`src/arch_pkg.sv`:
```
package arch_pkg;

    // Architectural register width
    localparam int DATA_WIDTH = 32;

    // Number of general purpose registers, r0 included
    localparam int GPR_NUM = 32;

    // Register index width follows the register count
    localparam int REG_ADDR_WIDTH = $clog2(GPR_NUM);

    // Index into the general register file
    typedef logic [REG_ADDR_WIDTH-1:0] reg_addr_t;

    // One architectural register value
    typedef logic [DATA_WIDTH-1:0] reg_data_t;

endpackage

```
`src/wb_stage.sv`:
```
`timescale 1ns/10ps

module wb_stage #(
    parameter int WRITE_PORTS = 2
) (
    input  logic                                  clk,
    input  logic                                  rst_n_i,

    // Commit streams from the execution pipes
    input  logic [WRITE_PORTS-1:0]                commit_valid_i,
    input  arch_pkg::reg_addr_t [WRITE_PORTS-1:0] commit_addr_i,
    input  arch_pkg::reg_data_t [WRITE_PORTS-1:0] commit_data_i,

    // Registered write requests to the register file
    output logic [WRITE_PORTS-1:0]                we_o,
    output arch_pkg::reg_addr_t [WRITE_PORTS-1:0] waddr_o,
    output arch_pkg::reg_data_t [WRITE_PORTS-1:0] wdata_o
);

    // Commits that actually update state, r0 excluded
    logic [WRITE_PORTS-1:0] commit_keep;

    always_comb begin
        for (int w = 0; w < WRITE_PORTS; w++) begin
            commit_keep[w] = commit_valid_i[w] && (commit_addr_i[w] != '0);
        end
    end

    always_ff @(posedge clk or negedge rst_n_i) begin
        if (!rst_n_i) begin
            we_o <= '0;
        end else begin
            we_o <= commit_keep;
        end
    end

    // Address and data follow the enable, no stall
    always_ff @(posedge clk) begin
        waddr_o <= commit_addr_i;
        wdata_o <= commit_data_i;
    end

endmodule

```
`config.mk`:
```
export PLATFORM = sky130hd
export DESIGN_NAME = wb_stage
export DESIGN_NICKNAME = d
export VERILOG_FILES = /design/src/arch_pkg.sv /design/src/wb_stage.sv
export SDC_FILE = /design/constraint.sdc
export NUM_CORES = 1
export LEC_CHECK = 0
export BUFFER_PORTS_ARGS = -buffer_cell sky130_fd_sc_hd__buf_2
export CORE_ASPECT_RATIO = 1.1
export CORE_MARGIN = 2
export CORE_UTILIZATION = 39
export CTS_BUF_LIST = sky130_fd_sc_hd__clkbuf_4 sky130_fd_sc_hd__clkbuf_8
export CTS_CLUSTER_DIAMETER = 150
export CTS_CLUSTER_SIZE = 20
export DETAILED_ROUTE_END_ITERATION = 16
export MAX_ROUTING_LAYER = met4
export PLACE_DENSITY_LB_ADDON = 0.2
export SLEW_MARGIN = 25
export SYNTH_ARGS = -nofsm -noshare
export SYNTH_HDL_FRONTEND = slang
export SYNTH_SLANG_ARGS = --single-unit
```
`constraint.sdc`:
```
create_clock -name clk -period 1.1 [get_ports clk]
set_clock_uncertainty 0.2 [all_clocks]
set_input_delay 0.22 -clock clk [delete_from_list [all_inputs] [get_ports clk]]
set_output_delay 0.22 -clock clk [all_outputs]
set_load 0.005 [all_outputs]
```
After elaboration in Yosys (flattened, before gate mapping)
Cells that the tools add are included.
W data, S select, Z words.
{"block": "word_totals", "reg_bits": 76, "latch_bits": 0, "ram_bits": 0, "romBits": 0, "in_bits": 78, "output_inout_bits": 76, "wordCells": 9, "n_memories": 0}
{"block": "classes", "add_sub_neg": 0, "n_mul": 0, "div_mod_pow": 0, "order_cmp": 0, "eq_ne": 0, "shifts": 0, "n_mux": 0, "n_bitwise": 0, "reduce_logical": 4}
{"cell": "$reduce_bool A5 Y1", "n": 2}
{"cell": "$logic_and A1 B1 Y1", "n": 2}

Longest topological paths before layout
Gate-level depths: netlist of run 1.
{"block": "depth", "ltp_word": 2, "ltp_mapped": 2, "mapped_depth_nobuf": 2}

Worst setup path before layout of run 1
No wires, ideal clock.
{"block": "synth_path", "path_type": "input to register", "startpoint": "in commit_addr_i[4] in the netlist's numbering", "endpoint": "reg we_o[0]", "setup_time_ps": 119, "arrival_ps": 889, "required_ps": 781, "path_slack_ps": -107, "cell_stages": 2, "path_buffers": 0, "path_cell_list": "or4_1 -> o21a_1"}
{"block": "synth_between", "elab_chain_cells": 2}
{"item": "start, declared", "line_no": "wb_stage.sv:11", "source": "input arch_pkg::reg_addr_t [WRITE_PORTS-1:0] commit_addr_i,"}
{"item": "$reduce_bool A5 Y1", "line_no": "wb_stage.sv:25", "source": "commit_keep[w] = commit_valid_i[w] && (commit_addr_i[w] != '0);"}
{"item": "$logic_and A1 B1 Y1", "line_no": "wb_stage.sv:25"}
{"item": "via commit_keep[0]", "line_no": "wb_stage.sv:21", "source": "logic [WRITE_PORTS-1:0] commit_keep;"}
{"item": "end signal, assigned", "line_no": "wb_stage.sv:33", "source": "we_o <= commit_keep;"}
{"item": "end, declared", "line_no": "wb_stage.sv:15", "source": "output logic [WRITE_PORTS-1:0] we_o,"}
The timed path passes the listed nets, and every way through them passes these cells.

Worst setup path in the final report of run 1
{"block": "layout_path", "startpoint": "reg we_o[0]", "endpoint": "out we_o[0]"}
No word-level cell between the ends.

==> results by group, run 1 <==
Floorplan
  • Full die area: 4527 um2
  • Die Width: 64.33 um
  • Initial Util: 40.00%
  • # rows: 24
  • Die height: 70.37 um
  • Core ar.: 3904 um2
  • I/O Pins: 154

Hold path
  • Hold-critical path depth: 3
  • Hold Path Class: in2reg

Run status
  • Outcome: complete, but fails checks
  • Violated checks: setup timing

Drt
  • Detail Route Antenna Nets: 0
  • DR iter-0 viols: 63
  • DRC: 0
  • Routed length on met3: 330 um
  • Routed metal-1 wire length: 2032 um
  • TritonRoute pass-1 iters: 4
  • Routed vias/inst: 4.079
  • Met2 WL: 3648 um
  • DR top layer: met4
  • Final WL: 6111 um
  • WL/cell: 16.17 um
  • Via Count: 1542

Synth
  • Yosys reg bits: 76
  • Yosys cell types: 4
  • Syn Std Cell Area: 1561 um2
  • YS warnings: 0
  • Synthesized area per cell: 19.52 um2
  • Synthesized netlist cell count: 80
  • Sequential share of the synthesized area: 98.08%
  • Syn Nets: 158

Global route
  • Vias in the first global route: 1655
  • Largest net degree at the start of global routing: 12
  • First-pass GRT wire length: 7928 um
  • Initial antenna violation count: 0
  • Grt total ovfl: 0
  • All-Layer GR Usage: 25.07%

STA
  • Final hold slack: 0.02866 ns
  • Final min period: 1.227 ns
  • Hold Vio Cnt, Final: 0
  • Max Slew Vio Count: 0
  • Unrepaired setup endpoints after global routing: yes
  • Final setup viols: 78
  • Fin crit share: 111.6%
  • Worst setup margin: -0.1273 ns
  • Tightest Pin Transition: 0.1220 ns
  • Max-slew headroom at the worst pin: 91.84%
  • FMAX: 814.8 MHz

Finish
  • Ant. Diodes: 0
  • Nets: 400
  • Share of cells above drive strength 1: 59.51%
  • Filler instances: 185
  • Synth-to-layout area growth: 122.6%
  • Design area: 3476 um2

Setup path
  • Max FO, Critical Path: 1
  • Worst path bufs/invs: 1
  • Critical path depth: 1
  • Worst path cell trace: buf_2
  • Worst stage delay on the critical path: 0.37 ns
  • Crit start category: flip-flop
  • Crit-path slowest cell: dfrtp_1
  • CP Class: reg2out
  • Setup crit end kind: primary output
  • Critical Path AT: 0.81 ns
  • Critical Path RT: 0.68 ns
  • CP delay by family, top: flip-flops

Placement
  • Dpl hpwl: 2739 um
  • Pre-CTS setup slack: -0.2561 ns
  • Port-buffer cells: 153
  • Area after DPL: 2392 um2
  • Gpl congestion: 0.6917

Clocking
  • Root Buffer: clkbuf_8
  • Clock Sinks: 76
  • Num CTS Buffers: 9
  • CTS Buffer Depth: 2
  • Clock slew seen by the registers of the worst setup and hold paths: 0.07 ns
  • H-tree depth: 3
  • CTS tree: yes

Power
  • Cell Pwr Density: 1612 nW/um2
  • Maximum VDD drop: 0.001463 V
  • Leak Pwr: 1.711 nW

Flow run
  • # Max-Cap Violations: 0
## flip-flops by register name (all words and copies together) (netlist names)
signal / flops
we_o: 2
wdata_o: 64
waddr_o: 10
## cell families after synthesis
logic type,after synthesis,synth area share (%)
AO/OA/AOI/OAI,2,0.9613
AND/OR/NAND/NOR,2,0.9613
flip-flops,76,98.08
## power breakdown
part / internal [mW] / switching [mW] / leakage, nW / total [mW]
clock: 1.17 / 0.892 / 0.104 / 2.07
sequential: 2.91 / 0.0485 / 0.648 / 2.96
combinational: 0.398 / 0.181 / 0.959 / 0.579
total: 4.48 / 1.12 / 1.71 / 5.60
## cell usage after synthesis, drive strengths merged
master  number  area share [%]
o21a         2            0.96
dfxtp       74              95
or4          2            0.96
dfrtp        2             3.2
## through the flow
step | util [%] | TNS, ns | std cells | power [mW]
floorplan | - | -0.2150 | 80 | 3.027
global placement | 61.28 | -0.4660 | 285 | 3.287
detailed placement | 61.28 | -0.4887 | 285 | 3.299
CTS | 85.00 | -5.600 | 373 | 5.532
global route | 89.04 | -7.573 | 378 | 5.832
finish | 89.04 | -4.883 | 378 | 5.604
## metal layers
layer | up-vias | track usage, %
met5 | - | -
met2 | 83 | 48.38
met1 | 714 | 21.81
met4 | 0 | 12.29
li1 | 735 | -
met3 | 10 | 6.280
## path summary, 6_finish.rpt
| path | start | endpoint | slack [ns] |
|---|---|---|---|
| max in group asynchronous | rst_n_i | we_o[0]$_DFF_PN0_ | -0.01 |
| min | commit_addr_i[9] | we_o[1]$_DFF_PN0_ | 0.03 |
| max | we_o[0]$_DFF_PN0_ | we_o[0] | -0.13 |
| min in group asynchronous | rst_n_i | we_o[1]$_DFF_PN0_ | 0.58 |
## layout make-up
type | instances | area, um2 | share of cell area (%)
Tap cell | 52 | 65.06 | 1.872
Multi-Input combinational cell | 4 | 30.03 | 0.8639
Clock inverter | 2 | 35.03 | 1.008
Timing Repair Buffer | 231 | 1622 | 46.65
Sequential cell | 76 | 1564 | 45.00
Clock buffer | 13 | 160.2 | 4.608
## timing repair
action | in CTS | in global routing
hold buffers | 73 | 5
gates cloned | 0 | 0
endpoints found under the hold margin | 78 | 5
setup endpoints to repair | 76 | 76
setup buffers | 0 | 0
resized for setup | 0 | 38
## cells in the final DEF (no fill, tap or decap)
master and instances:
or4_1 2, o21a_1 2, clkbuf_8 10, dfxtp_2 26, dlygate4sd3_1 78, clkbuf_4 3
clkinv_2 1, dfxtp_1 48, buf_6 12, dfrtp_1 2, buf_2 141, bufinv_16 1
(Power assumes the default switching activity.)
==> inputs of run 2 (changes only) <==
--- a/config.mk
+++ b/config.mk
@@ -6,16 +6,15 @@
 export NUM_CORES = 1
 export LEC_CHECK = 0
 export BUFFER_PORTS_ARGS = -buffer_cell sky130_fd_sc_hd__buf_2
-export CORE_ASPECT_RATIO = 1.1
 export CORE_MARGIN = 2
-export CORE_UTILIZATION = 39
+export CORE_UTILIZATION = 31
 export CTS_BUF_LIST = sky130_fd_sc_hd__clkbuf_4 sky130_fd_sc_hd__clkbuf_8
 export CTS_CLUSTER_DIAMETER = 150
 export CTS_CLUSTER_SIZE = 20
 export DETAILED_ROUTE_END_ITERATION = 16
 export MAX_ROUTING_LAYER = met4
 export PLACE_DENSITY_LB_ADDON = 0.2
-export SLEW_MARGIN = 25
+export SLEW_MARGIN = 20
 export SYNTH_ARGS = -nofsm -noshare
 export SYNTH_HDL_FRONTEND = slang
 export SYNTH_SLANG_ARGS = --single-unit
==> results by group, run 2 (same netlist as run 1, synthesis figures left out) <==
STA
  • Final min period: 1.244 ns (was 1.227 ns)
  • Max-slew headroom at the worst pin: 92.74% (was 91.84%)
  • Tightest Pin Transition: 0.1089 ns (was 0.1220 ns)
  • Hold Vio Cnt, Final: 4 (was 0)
  • Final hold slack: -0.2106 ns (was 0.02866 ns)
  • FMAX: 804.0 MHz (was 814.8 MHz)
  • Final setup viols: 76 (was 78)
  • Max Slew Vio Count: 0 (unchanged)
  • Fin crit share: 113.1% (was 111.6%)
  • Setup_tns: -5.808 ns (was -4.883 ns)
  • Unrepaired setup endpoints after global routing: yes (unchanged)
  • Worst setup margin: -0.1438 ns (was -0.1273 ns)

Drt
  • Final WL: 5150 um (was 6111 um)
  • Routed vias/inst: 3.913 (was 4.079)
  • DRC: 0 (unchanged)
  • TritonRoute pass-1 iters: 4 (unchanged)
  • Detail Route Antenna Nets: 0 (unchanged)
  • DR iter-0 viols: 24 (was 63)
  • WL/cell: 13.17 um (was 16.17 um)
  • Via Count: 1530 (was 1542)

Power
  • Leak Pwr: 1.709 nW (was 1.711 nW)
  • Sw frac: 20.78% (was 20.02%)
  • Design Power: 5.419 mW (was 5.604 mW)
  • Pint: 4.293 mW (was 4.482 mW)
  • Sequential power share: 54.5% (was 52.8%)
  • Switching power: 1.126 mW (was 1.122 mW)
  • Combinational Power Share: 10.5% (was 10.3%)
  • Maximum VDD drop: 0.001036 V (was 0.001463 V)
  • Clock share of power: 35.0% (was 36.9%)
  • Cell Pwr Density: 1552 nW/um2 (was 1612 nW/um2)

Clocking
  • CTS Buffer Depth: 2 (unchanged)
  • Setup Buffers After CTS: 0 (unchanged)
  • Num CTS Buffers: 9 (unchanged)
  • H-tree depth: 3 (unchanged)
  • CTS tree: yes (unchanged)
  • Clock Sinks: 76 (unchanged)
  • Clock slew seen by the registers of the worst setup and hold paths: 0.07 ns (about the same)
  • Root Buffer: clkbuf_8 (unchanged)

Floorplan
  • I/O Pins: 154 (unchanged)
  • Initial Util: 32.63% (was 40.00%)
  • Die Width: 74.97 um (was 64.33 um)
  • Core ar.: 4786 um2 (was 3904 um2)
  • Full die area: 5621 um2 (was 4527 um2)
  • Die height: 74.97 um (was 70.37 um)
  • # rows: 25 (was 24)

Setup path
  • Max FO, Critical Path: 1 (unchanged)
  • Worst path cell trace: buf_2 (unchanged)
  • CP Class: reg2out (unchanged)
  • Worst path bufs/invs: 1 (unchanged)
  • Crit-path slowest cell: dfrtp_1 (unchanged)
  • Worst stage delay on the critical path: 0.36 ns (was 0.37 ns)
  • CP delay by family, top: flip-flops (unchanged)
  • Critical Path AT: 0.82 ns (was 0.81 ns)
  • Critical Path RT: 0.68 ns (about the same)
  • Setup crit end kind: primary output (unchanged)
  • Crit start category: flip-flop (unchanged)

Run status
  • Violated checks: hold timing, setup timing (was setup timing)
  • Outcome: complete, but fails checks (unchanged)

Finish
  • Ant. Diodes: 0 (unchanged)
  • Share of cells above drive strength 1: 58.95% (was 59.51%)
  • Largest register FFs: 64 (unchanged)
  • Most common cell after layout, fill and taps aside: buf_2 (unchanged)
  • Most frequent cells in the layout: buf_2 (133), dlygate4sd3_1 (75), dfxtp_1 (52) (was buf_2 (141), dlygate4sd3_1 (78), dfxtp_1 (48))
  • Synth-to-layout area growth: 123.6% (was 122.6%)
  • Fin cells: 391 (was 378)
  • Biggest regs: wdata_o: 64 flops, waddr_o: 10 flops, we_o: 2 flops (unchanged)
  • Reg with most FFs: wdata_o (unchanged)
  • Nets: 397 (was 400)

Hold path
  • Hold Path Class: in2reg (unchanged)

Placement
  • Gpl congestion: 0.6833 (was 0.6917)
  • Port-buffer cells: 153 (unchanged)
  • DP Cell Count: 300 (was 285)
  • Dpl hpwl: 2778 um (was 2739 um)

Global route
  • Vias in the first global route: 1585 (was 1655)
  • Largest net degree at the start of global routing: 12 (unchanged)
  • Initial antenna violation count: 0 (unchanged)
  • All-Layer GR Usage: 17.84% (was 25.07%)
  • Grt total ovfl: 0 (unchanged)
  • First-pass GRT wire length: 6693 um (was 7928 um)

Flow run
  • # Max-Cap Violations: 0 (unchanged)
## run 2: final cells by class
cell class	count	area, um2
clock buffer	14	167.7
clock inverter	2	10.01
fill	350	1294
multi-input combinational	4	30.03
sequential	76	1559
tap	67	83.83
timing repair buffer	228	1642
## run 2: worst paths after layout
kind / startpoint / to / slack [ns] / depth (start not counted)
setup / recovery: we_o[0]$_DFF_PN0_ / we_o[0] / -0.14 / 1
hold / removal: commit_addr_i[7] / waddr_o[7]$_DFF_P_ / -0.21 / 1
max in group asynchronous: rst_n_i / we_o[1]$_DFF_PN0_ / 0.03 / 3
min in group asynchronous: rst_n_i / we_o[0]$_DFF_PN0_ / 0.55 / 3
## run 2: power groups by stage
stage               Combinational (mW)  Sequential (mW)  Clock [mW]
global placement                 0.304             2.99           0
floorplan                      0.00459             3.02           0
global route                     0.613             2.96        2.10
CTS                              0.503             2.93        1.94
finish                           0.569             2.95        1.90
detailed placement               0.308             2.99           0
## run 2: timing repair
| item | 4_1_cts | 5_1_grt |
|---|---|---|
| hold buffers | 70 | 5 |
| endpoints found under the hold margin | 78 | 10 |
| gates resized for setup | 3 | 39 |
| endpoints found under the setup margin | 76 | 76 |
## run 2: through the flow
| stage | area [um2] | utilization (%) | worst slack, ns |
|---|---|---|---|
| final | 3492 | 72.97 | -0.1438 |
| after global routing | 3492 | 72.97 | -0.1764 |
| after CTS | 3298 | 68.92 | -0.1572 |
| after detailed placement | 2411 | 50.38 | -0.2456 |
| after global placement | 2411 | 50.38 | -0.2373 |
| after floorplan | 1562 | - | -0.1075 |
## run 2: routing by layer
layer  track usage, %  vias to the layer above  wire (um)
met5                -                        -          0
met4            12.70                        0        163
met3            7.363                       15        521
met2            32.26                       97       2867
met1            14.13                      688       1597
li1                 -                      730          -
==> inputs of run 3 (changes only) <==
--- a/config.mk
+++ b/config.mk
@@ -5,8 +5,8 @@
 export SDC_FILE = /design/constraint.sdc
 export NUM_CORES = 1
 export LEC_CHECK = 0
-export BUFFER_PORTS_ARGS = -buffer_cell sky130_fd_sc_hd__buf_2
-export CORE_MARGIN = 2
+export BUFFER_PORTS_ARGS = -buffer_cell sky130_fd_sc_hd__buf_4
+export CORE_MARGIN = 4
 export CORE_UTILIZATION = 31
 export CTS_BUF_LIST = sky130_fd_sc_hd__clkbuf_4 sky130_fd_sc_hd__clkbuf_8
 export CTS_CLUSTER_DIAMETER = 150
==> results by group, run 3 (same netlist as run 1, synthesis figures left out) <==
Clocking
  • Hold_buf cts: 73 (was 70)
  • Num CTS Buffers: 9 (unchanged)
  • CTS tree: yes (unchanged)
  • Clock Sinks: 76 (unchanged)
  • CTS Buffer Depth: 2 (unchanged)
  • Clock slew seen by the registers of the worst setup and hold paths: 0.08 ns (was 0.07 ns)
  • Root Buffer: clkbuf_8 (unchanged)
  • Setup Buffers After CTS: 0 (unchanged)
  • H-tree depth: 3 (unchanged)

Floorplan
  • Full die area: 6236 um2 (was 5621 um2)
  • Initial Util: 32.63% (unchanged)
  • I/O Pins: 154 (unchanged)
  • Die height: 78.97 um (was 74.97 um)
  • # rows: 25 (unchanged)
  • Core ar.: 4786 um2 (unchanged)
  • Die Width: 78.97 um (was 74.97 um)

Finish
  • Ant. Diodes: 0 (unchanged)
  • Reg with most FFs: wdata_o (unchanged)
  • Largest register FFs: 64 (unchanged)
  • Share of cells above drive strength 1: 70.50% (was 58.95%)
  • Synth-to-layout area growth: 157.1% (was 123.6%)
  • Most frequent cells in the layout: buf_4 (89), dlygate4sd3_1 (73), buf_6 (64) (was buf_2 (133), dlygate4sd3_1 (75), dfxtp_1 (52))
  • Filler instances: 259 (was 350)
  • Core Util, Final: 83.90% (was 72.97%)
  • Biggest regs: wdata_o: 64 flops, waddr_o: 10 flops, we_o: 2 flops (unchanged)
  • Register Area: 1604 um2 (was 1559 um2)
  • Most common cell after layout, fill and taps aside: buf_4 (was buf_2)
  • Area of the multi-input gates: 30.03 um2 (unchanged)
  • Nets: 395 (was 397)

Setup path
  • Max FO, Critical Path: 1 (unchanged)
  • Crit start category: flip-flop (unchanged)
  • Critical Path AT: 0.83 ns (was 0.82 ns)
  • CP Class: reg2out (unchanged)
  • Crit-path slowest cell: dfrtp_1 (unchanged)
  • Setup crit end kind: primary output (unchanged)
  • Worst path cell trace: buf_6 (was buf_2)
  • CP delay by family, top: flip-flops (unchanged)
  • Worst path bufs/invs: 1 (unchanged)
  • Critical Path RT: 0.68 ns (about the same)
  • Worst stage delay on the critical path: 0.38 ns (was 0.36 ns)

STA
  • Final setup viols: 76 (unchanged)
  • Setup_tns: -5.468 ns (was -5.808 ns)
  • Max Slew Vio Count: 0 (unchanged)
  • Unrepaired setup endpoints after global routing: yes (unchanged)
  • Max-slew headroom at the worst pin: 93.39% (was 92.74%)
  • Worst setup margin: -0.1527 ns (was -0.1438 ns)
  • Final hold slack: -0.2027 ns (was -0.2106 ns)
  • Hold Vio Cnt, Final: 4 (unchanged)
  • Fin crit share: 113.9% (was 113.1%)
  • Tightest Pin Transition: 0.09918 ns (was 0.1089 ns)
  • Final min period: 1.253 ns (was 1.244 ns)
  • FMAX: 798.3 MHz (was 804.0 MHz)

Global route
  • First-pass GRT wire length: 8452 um (was 6693 um)
  • Vias in the first global route: 1775 (was 1585)
  • All-Layer GR Usage: 19.30% (was 17.84%)
  • Initial antenna violation count: 0 (unchanged)
  • Largest net degree at the start of global routing: 12 (unchanged)
  • Grt total ovfl: 0 (unchanged)

Placement
  • Gpl congestion: 0.6901 (was 0.6833)
  • Port-buffer cells: 153 (unchanged)

Drt
  • Routed vias/inst: 3.974 (was 3.913)
  • DRC: 0 (unchanged)
  • TritonRoute pass-1 iters: 3 (was 4)
  • Final WL: 6119 um (was 5150 um)
  • Detail Route Antenna Nets: 0 (unchanged)
  • WL/cell: 15.73 um (was 13.17 um)
  • DR iter-0 viols: 23 (was 24)
  • Via Count: 1546 (was 1530)

Run status
  • Outcome: complete, but fails checks (unchanged)
  • Violated checks: hold timing, setup timing (unchanged)

Power
  • Maximum VDD drop: 0.001272 V (was 0.001036 V)
  • Cell Pwr Density: 1407 nW/um2 (was 1552 nW/um2)
  • Leak Pwr: 1.872 nW (was 1.709 nW)

Flow run
  • # Max-Cap Violations: 0 (unchanged)

Hold path
  • Hold Path Class: in2reg (unchanged)
## run 3: layout make-up
| cell class | count | area share, % |
|---|---|---|
| flip-flops and latches | 76 | 39.95 |
| well taps | 67 | 2.088 |
| repair buffers | 226 | 52.79 |
| clock inverters | 2 | 0.2493 |
| clock buffers | 14 | 4.176 |
| multi-input cells | 4 | 0.7479 |
## run 3: stage by stage
stage,total power [mW],cell area (um2),cells,setup WS (ns)
6_report,5.651,4015,389,-0.1527
5_1_grt,5.864,4015,389,-0.1834
4_1_cts,5.588,3836,389,-0.1487
3_5_place_dp,3.467,2794,300,-0.2755
3_3_place_gp,3.456,2794,300,-0.2431
2_1_floorplan,3.027,1562,80,-0.1075
## run 3: worst paths after layout
check                                     end  depth (start not counted)              start
worst max-delay path                  we_o[0]                          1  we_o[0]$_DFF_PN0_
worst min-delay path       waddr_o[9]$_DFF_P_                          1   commit_addr_i[9]
max in group asynchronous   we_o[1]$_DFF_PN0_                          2            rst_n_i
min in group asynchronous   we_o[0]$_DFF_PN0_                          2            rst_n_i
## run 3: per-layer routing
metal	wire [um]	vias to the layer above	global-route usage, %
met5	0	-	-
met4	180	0	11.00
met3	378	17	5.329
met2	3834	81	38.97
met1	1726	724	14.80
li1	-	724	-
## run 3: power by group
part	total [mW]	internal [mW]	leakage, nW	switching, mW
clock network	1.89	0.978	0.0981	0.917
registers	2.99	2.92	0.648	0.0649
logic	0.768	0.583	1.13	0.185
## run 3: what timing repair did
action	in CTS	in global routing
hold endpoints to repair	78	5
resized for setup	45	77
setup endpoints to repair	76	76
